## src/logic/trdb_pkg.sv

```systemverilog
// ====================================================================
// sizes, format codes and payload layout shared by the branch tracer
// every design file refers to these by scoped name
// ====================================================================

package trdb_pkg;

    // branch map capacity and the width of a branch count
    localparam int map_len = 31;
    localparam int count_w = 5;

    // sequence number carried by every packet
    localparam int seq_w = 5;

    // a partial packet gives up map bits to hold its count
    localparam int part_len = map_len - count_w;

    localparam logic [count_w-1:0] count_max = count_w'(map_len);
    localparam logic [count_w-1:0] part_max  = count_w'(part_len);

    // packet FIFO
    localparam int fifo_depth = 8;
    localparam int fifo_ptr_w = $clog2(fifo_depth);
    localparam logic [fifo_ptr_w:0] fifo_cnt_max = (fifo_ptr_w + 1)'(fifo_depth);

    // format bit, msb of every packet
    localparam logic fmt_full    = 1'b1;
    localparam logic fmt_partial = 1'b0;

    // format bit plus 36-bit payload
    localparam int pkt_w = 1 + seq_w + map_len;

    // payload below the format bit, read through the view that the
    // format bit selects
    typedef union packed {
        // full map, count is implicitly map_len
        struct packed {
            logic [seq_w-1:0]   seq;
            logic [map_len-1:0] map;
        } full;
        // closed early, explicit count and the low map bits only
        struct packed {
            logic [count_w-1:0]  branches;
            logic [seq_w-1:0]    seq;
            logic [part_len-1:0] map;
        } partial;
    } branch_payload_u;

endpackage

```

## src/logic/trdb_branch_map.sv

```systemverilog
// ====================================================================
// collects retired conditional branches, one bit each, 1 = not taken
// flush restarts the map, keeping a branch that retires alongside it
// ====================================================================

`timescale 1ns/10ps

module trdb_branch_map (
    input  logic                         clk,
    input  logic                         arst_n_i,
    input  logic                         valid_i,
    input  logic                         branch_taken_i,
    input  logic                         flush_i,
    output logic [trdb_pkg::map_len-1:0] map_o,
    output logic [trdb_pkg::count_w-1:0] branches_o,
    output logic                         is_full_o,
    output logic                         is_empty_o
);

    logic [trdb_pkg::map_len-1:0] map_q;
    logic [trdb_pkg::map_len-1:0] map_d;
    logic [trdb_pkg::count_w-1:0] count_q;
    logic [trdb_pkg::count_w-1:0] count_d;
    logic                         full;
    logic                         empty;

    assign full  = (count_q == trdb_pkg::count_max);
    assign empty = (count_q == '0);

    // next map state
    always_comb begin
        map_d   = map_q;
        count_d = count_q;

        if (flush_i) begin
            map_d   = '0;
            count_d = '0;
        end

        // the slot index is the count after any flush, so a branch
        // coinciding with a flush lands in bit 0 of the new map
        if (valid_i && (flush_i || !full)) begin
            map_d[count_d] = ~branch_taken_i;
            count_d        = count_d + 1'b1;
        end
    end

    // branch count
    always_ff @(posedge clk or negedge arst_n_i) begin
        if (!arst_n_i) begin
            count_q <= '0;
        end else begin
            count_q <= count_d;
        end
    end

    // map bits above the count are don't care
    always_ff @(posedge clk or negedge arst_n_i) begin
        if (!arst_n_i) begin
            map_q <= '0;
        end else begin
            map_q <= map_d;
        end
    end

    assign map_o      = map_q;
    assign branches_o = count_q;
    assign is_full_o  = full;
    assign is_empty_o = empty;

    // the packer must flush a full map before a new branch is taken
    a_no_accept_when_full: assert property (
        @(posedge clk) disable iff (!arst_n_i)
        (valid_i && full) |-> flush_i
    );

    // a full map stays full only for the one cycle the packer needs
    a_full_closes: assert property (
        @(posedge clk) disable iff (!arst_n_i)
        full |=> !full || $changed(map_q)
    );

endmodule

```

## src/logic/trdb_branch_packer.sv

```systemverilog
// ====================================================================
// closes the branch map into full or partial packets
// full maps go out unconditionally, flush requests close smaller maps
// ====================================================================

`timescale 1ns/10ps

module trdb_branch_packer (
    input  logic                         clk,
    input  logic                         arst_n_i,
    input  logic                         flush_req_i,
    input  logic [trdb_pkg::map_len-1:0] map_i,
    input  logic [trdb_pkg::count_w-1:0] branches_i,
    input  logic                         is_full_i,
    input  logic                         is_empty_i,
    output logic                         map_flush_o,
    output logic                         push_o,
    output logic [trdb_pkg::pkt_w-1:0]   packet_o
);

    logic                        fits_partial;
    logic                        close_full;
    logic                        close_partial;
    logic                        pending_q;
    logic [trdb_pkg::seq_w-1:0]  seq_q;
    logic                        fmt;
    trdb_pkg::branch_payload_u   payload;

    // a partial packet has room for at most part_len branches
    assign fits_partial = (branches_i <= trdb_pkg::part_max);

    // a full map wins over a flush request in the same cycle
    assign close_full    = is_full_i;
    assign close_partial = !is_full_i && !is_empty_i && flush_req_i && fits_partial;

    assign push_o = close_full || close_partial;

    // restart the map on the same edge the packet is pushed
    assign map_flush_o = is_full_i || (flush_req_i && !is_empty_i && fits_partial);

    // flush requests that cannot fit a partial packet wait for the
    // map to fill, the full packet then answers them
    always_ff @(posedge clk or negedge arst_n_i) begin
        if (!arst_n_i) begin
            pending_q <= 1'b0;
        end else if (close_full) begin
            pending_q <= 1'b0;
        end else if (flush_req_i && !fits_partial) begin
            pending_q <= 1'b1;
        end
    end

    // counts every push, even one the FIFO later drops
    always_ff @(posedge clk or negedge arst_n_i) begin
        if (!arst_n_i) begin
            seq_q <= '0;
        end else if (push_o) begin
            seq_q <= seq_q + 1'b1;
        end
    end

    // format the packet from the current map state
    always_comb begin
        payload = '0;
        if (close_full) begin
            fmt              = trdb_pkg::fmt_full;
            payload.full.seq = seq_q;
            payload.full.map = map_i;
        end else begin
            fmt                      = trdb_pkg::fmt_partial;
            payload.partial.branches = branches_i;
            payload.partial.seq      = seq_q;
            payload.partial.map      = map_i[trdb_pkg::part_len-1:0];
        end
    end

    assign packet_o = {fmt, payload};

    a_push_not_empty: assert property (
        @(posedge clk) disable iff (!arst_n_i)
        push_o |-> !is_empty_i
    );

    // a held flush means the map is already past partial size and
    // nothing closes it before it fills
    a_pending_waits: assert property (
        @(posedge clk) disable iff (!arst_n_i)
        pending_q |-> !is_empty_i && !fits_partial && !close_partial
    );

endmodule

```

## src/logic/trdb_packet_fifo.sv

```systemverilog
// ====================================================================
// fall-through packet FIFO between the packer and the trace sink
// pop is a plain strobe, a push into a full FIFO is lost and flagged
// ====================================================================

`timescale 1ns/10ps

module trdb_packet_fifo (
    input  logic                       clk,
    input  logic                       arst_n_i,
    input  logic                       push_i,
    input  logic [trdb_pkg::pkt_w-1:0] data_i,
    input  logic                       pop_i,
    output logic                       valid_o,
    output logic [trdb_pkg::pkt_w-1:0] data_o,
    output logic                       overflow_o
);

    logic [trdb_pkg::pkt_w-1:0]      mem_q [trdb_pkg::fifo_depth];
    logic [trdb_pkg::fifo_ptr_w-1:0] wr_ptr_q;
    logic [trdb_pkg::fifo_ptr_w-1:0] rd_ptr_q;
    logic [trdb_pkg::fifo_ptr_w:0]   count_q;
    logic                            is_full;
    logic                            is_empty;
    logic                            do_push;
    logic                            do_pop;
    logic                            drop;
    logic                            overflow_q;

    assign is_full  = (count_q == trdb_pkg::fifo_cnt_max);
    assign is_empty = (count_q == '0);

    // pop on empty is ignored
    assign do_pop = pop_i && !is_empty;

    // a pop in the same cycle frees the slot for the incoming packet
    assign do_push = push_i && (!is_full || do_pop);
    assign drop    = push_i && is_full && !do_pop;

    always_ff @(posedge clk) begin
        if (do_push) begin
            mem_q[wr_ptr_q] <= data_i;
        end
    end

    // pointers wrap naturally, depth is a power of two
    always_ff @(posedge clk or negedge arst_n_i) begin
        if (!arst_n_i) begin
            wr_ptr_q <= '0;
            rd_ptr_q <= '0;
            count_q  <= '0;
        end else begin
            if (do_push) begin
                wr_ptr_q <= wr_ptr_q + 1'b1;
            end
            if (do_pop) begin
                rd_ptr_q <= rd_ptr_q + 1'b1;
            end
            case ({do_push, do_pop})
                2'b10:   count_q <= count_q + 1'b1;
                2'b01:   count_q <= count_q - 1'b1;
                default: count_q <= count_q;
            endcase
        end
    end

    // sticky until reset
    always_ff @(posedge clk or negedge arst_n_i) begin
        if (!arst_n_i) begin
            overflow_q <= 1'b0;
        end else if (drop) begin
            overflow_q <= 1'b1;
        end
    end

    assign valid_o    = !is_empty;
    assign data_o     = mem_q[rd_ptr_q];
    assign overflow_o = overflow_q;

    a_count_in_depth: assert property (
        @(posedge clk) disable iff (!arst_n_i)
        count_q <= trdb_pkg::fifo_cnt_max
    );

endmodule

```

## src/logic/trdb_branch_tracer.sv

```systemverilog
// ====================================================================
// branch trace top: map collects outcomes, packer closes it into
// packets, FIFO holds them until the trace sink pops
// ====================================================================

`timescale 1ns/10ps

module trdb_branch_tracer (
    input  logic                       clk,
    input  logic                       arst_n_i,
    input  logic                       branch_valid_i,
    input  logic                       branch_taken_i,
    input  logic                       flush_req_i,
    input  logic                       pkt_pop_i,
    output logic                       pkt_valid_o,
    output logic [trdb_pkg::pkt_w-1:0] pkt_data_o,
    output logic                       overflow_o
);

    // map state towards the packer
    logic [trdb_pkg::map_len-1:0] map;
    logic [trdb_pkg::count_w-1:0] branches;
    logic                         map_full;
    logic                         map_empty;

    // packer outputs
    logic                         map_flush;
    logic                         push;
    logic [trdb_pkg::pkt_w-1:0]   packet;

    trdb_branch_map u_branch_map (
        .clk            (clk),
        .arst_n_i       (arst_n_i),
        .valid_i        (branch_valid_i),
        .branch_taken_i (branch_taken_i),
        .flush_i        (map_flush),
        .map_o          (map),
        .branches_o     (branches),
        .is_full_o      (map_full),
        .is_empty_o     (map_empty)
    );

    trdb_branch_packer u_branch_packer (
        .clk         (clk),
        .arst_n_i    (arst_n_i),
        .flush_req_i (flush_req_i),
        .map_i       (map),
        .branches_i  (branches),
        .is_full_i   (map_full),
        .is_empty_i  (map_empty),
        .map_flush_o (map_flush),
        .push_o      (push),
        .packet_o    (packet)
    );

    trdb_packet_fifo u_packet_fifo (
        .clk        (clk),
        .arst_n_i   (arst_n_i),
        .push_i     (push),
        .data_i     (packet),
        .pop_i      (pkt_pop_i),
        .valid_o    (pkt_valid_o),
        .data_o     (pkt_data_o),
        .overflow_o (overflow_o)
    );

endmodule

```

## config.mk

```make
export PLATFORM = sky130hd
export DESIGN_NAME = trdb_branch_tracer
export DESIGN_NICKNAME = d
export VERILOG_FILES = /design/src/logic/trdb_pkg.sv /design/src/logic/trdb_branch_map.sv /design/src/logic/trdb_branch_packer.sv /design/src/logic/trdb_packet_fifo.sv /design/src/logic/trdb_branch_tracer.sv
export SDC_FILE = /design/constraint.sdc
export NUM_CORES = 1
export LEC_CHECK = 0
export BUFFER_PORTS_ARGS = -buffer_cell sky130_fd_sc_hd__buf_2
export CAP_MARGIN = 20
export CORE_UTILIZATION = 55
export DETAILED_ROUTE_END_ITERATION = 10
export PLACE_DENSITY = 0.72
export SYNTH_ARGS = -nofsm -noshare
export SYNTH_HDL_FRONTEND = slang
export SYNTH_HIERARCHICAL = 1
export SYNTH_SLANG_ARGS = --single-unit
```

## constraint.sdc

```tcl
create_clock -name clk -period 14.3 [get_ports clk]
set_input_delay 1.43 -clock clk [delete_from_list [all_inputs] [get_ports clk]]
set_output_delay 1.43 -clock clk [all_outputs]
set_load 0.05 [all_outputs]
```

==> results.sh <==
export IMPL_die_h_um=163
export IMPL_crit_type="flip-flop to output pin"
export IMPL_syn_instance_count=748
export IMPL_crit_path_max_fanout=46
export IMPL_initial_core_util=0.563
export IMPL_worst_slew_pin_slew_ns=1.07
export IMPL_synth_seq_area_share=0.716
export IMPL_cts_sinks=348
export IMPL_drt_iter0_drc=603
export IMPL_max_slew_margin_rel=0.285
export IMPL_skew_ns=0.0193
export IMPL_p_sw_frac=0.353
export IMPL_rsz0062_at_grt="no"
export IMPL_drive_above_1_share=0.305
export IMPL_max_stage_delay_ns=0.84
export IMPL_r2r_start="u_branch_map/branches_o[3]$_DFF_PN0_"
export IMPL_htree_levels=2
export IMPL_r2r_slack_ns=10.36
export IMPL_vias=6889
export IMPL_hp_start="u_packet_fifo/overflow_o$_DFFE_PN0P_"
export IMPL_synth_nets=760
export IMPL_p_leak_nw=5.42
export IMPL_drcViolationCount=0
export IMPL_crit_path_start_kind="flip-flop"
export IMPL_crit_required_ns=12.87
export IMPL_timing_setup_tns_ns=0
export IMPL_antenna_found_initial=1
export IMPL_grt_pass1_wl_mm=41.8
export IMPL_synthMuxAreaShare=0.172
export IMPL_final_antenna_net_count=0
export IMPL_clock_latency_ns=0.51
export IMPL_synth_main_ff_cell="edfxtp_1"
export IMPL_holdPathStages=1
export IMPL_grt_max_degree=76
export IMPL_synth_area_per_cell_um2=19.0
export IMPL_die_x_um=163
export IMPL_reg2reg_to="u_packet_fifo/mem_q[3][34]$_DFFE_PP_"
export IMPL_yosys_register_bits=348
export IMPL_numCtsBuffers=34
export IMPL_synth_top_family_by_area="multiplexers"
export IMPL_finalNonFillerCells=1130
export IMPL_n_fill_cell=1741
export IMPL_hp_class="flip-flop to flip-flop"
export IMPL_dpl_worst_slack_ns=9.95
export IMPL_fin_crit_sh=0.335
export IMPL_ir_worst_vdd_v=0.000134
export IMPL_placed_cells=1070
export IMPL_track_usage=0.212
export IMPL_setup_violations=0
export IMPL_ys_warn_count=6
export IMPL_fin_ws_ns=9.52
export IMPL_core_area_mm2=0.0253
export IMPL_wl_per_cell_um=23.7
export IMPL_num_antenna_cells=0
export IMPL_ios=45
export IMPL_p_switching_mw=1.19
export IMPL_cp_end_kind="output pin"
export IMPL_drtPass1Iterations=4
export IMPL_slowest_stage="buf_4"
export IMPL_grt_pass1_vias=7211
export IMPL_synth_simple_area_share=0.0465
export IMPL_synth_edff_count=296
export IMPL_cts_hold_buf=0
export IMPL_dp_hpwl_mm=14.8
export IMPL_gp_congestion=0.729
export IMPL_p_int_mw=2.17
export IMPL_pwr_share_clk=0.243
export IMPL_cts_setup_buffers=0
export IMPL_synth_compound_area_frac=0.0225
export IMPL_avgViaCountPerCell=6.10
export IMPL_cp_cell_sequence="buf_4 -> mux4_2 -> mux2_2 -> buf_2"
export IMPL_max_cap_violations=0
export IMPL_syn_area_mm2=0.0142
export IMPL_yosys_area_share_adder=0.00528
export IMPL_async_reset_ff_frac=0.149
export IMPL_row_count=58
export IMPL_pwr_share_comb=0.342
export IMPL_ys_types=56
export IMPL_power_density_mw_per_mm2=215
export IMPL_arrival_ns=3.35
export IMPL_power_sequential_fraction=0.416
export IMPL_whs_endpoint="u_packet_fifo/overflow_o$_DFFE_PN0P_"
export IMPL_hold_viol=0
export IMPL_syn2layout_area_growth_pct=9.86
export IMPL_fmax_mhz=209
export IMPL_routed_wl_mm=26.8
export IMPL_final_nets=789
export IMPL_cts_resized=0
export IMPL_port_buffers=44
export IMPL_period_minus_slack_ns=4.78
export IMPL_cts_tree="built"
export IMPL_drv_slew=0
export IMPL_clkTransAtPathRegs_ns=0.06
export IMPL_dieArea_mm2=0.0265
export IMPL_grt_ovfl_total=0
export IMPL_cts_root_buffer="clkbuf_16"
export IMPL_synth_xor_area_frac=0.00616
export IMPL_status="completed"
export IMPL_clk_path_buf_depth=3
export IMPL_reg2reg_depth=9
[cell usage after synthesis, types with 9 or more instances]
master,instances,area (um^2)
clkbuf_1,15,56.3
nand3_1,10,50.1
dfrtp_1,52,1300
inv_1,9,33.8
nor2_1,16,60.1
or3_1,10,62.6
buf_2,13,65.1
o21ai_0,16,80.1
mux4_2,71,1600
mux2_2,48,541
a21oi_1,14,70.1
nand2_1,36,135
edfxtp_1,296,8890
mux2i_1,20,200
buf_4,29,218
[how the worst max path moves through the flow]
stage / cells past startpoint / to / slack [ns] / from
floorplan: 6 / u_packet_fifo/mem_q[1][0]$_DFFE_PP_ / 8.94 / flush_req_i
global placement: 4 / pkt_data_o[31] / 9.99 / u_packet_fifo/rd_ptr_q[0]$_DFFE_PN0P_
detailed placement: 4 / pkt_data_o[30] / 9.95 / u_packet_fifo/rd_ptr_q[0]$_DFFE_PN0P_
CTS: 4 / pkt_data_o[30] / 9.42 / u_packet_fifo/rd_ptr_q[0]$_DFFE_PN0P_
global route: 4 / pkt_data_o[21] / 9.25 / u_packet_fifo/rd_ptr_q[0]$_DFFE_PN0P_
finish: 4 / pkt_data_o[31] / 9.52 / u_packet_fifo/rd_ptr_q[0]$_DFFE_PN0P_
[flip-flops by register name, summed over array words and instances (netlist names)]
name and cells:
u_packet_fifo/overflow_o 1, u_branch_map/map_o 31, u_packet_fifo/rd_ptr_q 3, u_branch_map/branches_o 5
u_branch_packer/seq_q 5, u_packet_fifo/count_q 4, u_packet_fifo/wr_ptr_q 3, u_packet_fifo/mem_q 296
[metrics by stage]
stage | cell area, um^2 | utilization | power [mW] | hold WS [ns]
5_1_grt | 15600 | 0.619 | 3.50 | 0.502
3_5_place_dp | 14600 | 0.578 | 2.57 | 0.445
4_1_cts | 15600 | 0.618 | 3.39 | 0.469
2_1_floorplan | 14200 | - | 2.32 | 0.456
3_3_place_gp | 14600 | 0.578 | 2.54 | 0.445
6_report | 15600 | 0.619 | 3.36 | 0.464
[final cells by class]
cell class	instances	area [um^2]	area share
Timing Repair Buffer	57	330	0.0211
Clock buffer	41	898	0.0575
Sequential cell	348	10200	0.653
Inverter	9	33.8	0.00216
Clock inverter	18	110	0.00705
Multi-Input combinational cell	327	3640	0.233
Tap cell	330	413	0.0264
[placed cells by master, fill, tap and decap left out, types with 3 or more instances in the layout]
master     synthesis  final
dfrtp_1           52     49
nand2b_1           5      5
buf_4             29     12
xnor2_1            5      5
nor3_1             6      4
mux4_2            71     71
clkbuf_1          15      6
mux2i_1           20     20
mux2_2            48     48
mux4_1             3      3
nand4_1            3      3
a21oi_1           14     14
edfxtp_1         296    296
nand3_1           10     10
clkinv_1           0      9
nand2_1           36     36
o21ai_0           16     16
and2_1             3      3
nor2b_1            4      4
buf_2             13     44
xor2_1             5      5
inv_1              9      9
and4bb_2           4      4
clkinv_2           0      6
clkbuf_16          0     35
nor2_1            16     10
ha_1               6      6
or3_1             10     10
nand3b_1           4      4
nor2_4             0      6
[power by group through the flow]
stage | combinational, mW | clock, mW | sequential (mW)
2_1_floorplan | 0.968 | 0 | 1.35
3_3_place_gp | 1.12 | 0 | 1.42
3_5_place_dp | 1.14 | 0 | 1.43
4_1_cts | 1.14 | 0.835 | 1.41
5_1_grt | 1.22 | 0.869 | 1.41
6_report | 1.15 | 0.815 | 1.40
[routing by layer]
layer / GRT usage / share of wire / up-vias
li1: - / - / 3011
met1: 0.301 / 0.43 / 3635
met2: 0.347 / 0.50 / 191
met3: 0.0339 / 0.049 / 50
met4: 0.0561 / 0.020 / 2
met5: 0 / 0.00048 / -
[logic make-up after synthesis]
group / after synthesis
multiplexers: 144
buffers and inverters: 73
XOR/XNOR: 10
AO/OA/AOI/OAI: 50
adder cells (fa/ha/maj): 6
flip-flops: 348
AND/OR/NAND/NOR: 117
[worst max-delay path: cells and delay by family, from the launching register on]
kind	cells	cell delay [ns]
buf+inv	2	1.05
flops	1	0.82
mux	2	0.89
(Power assumes the default switching activity.)
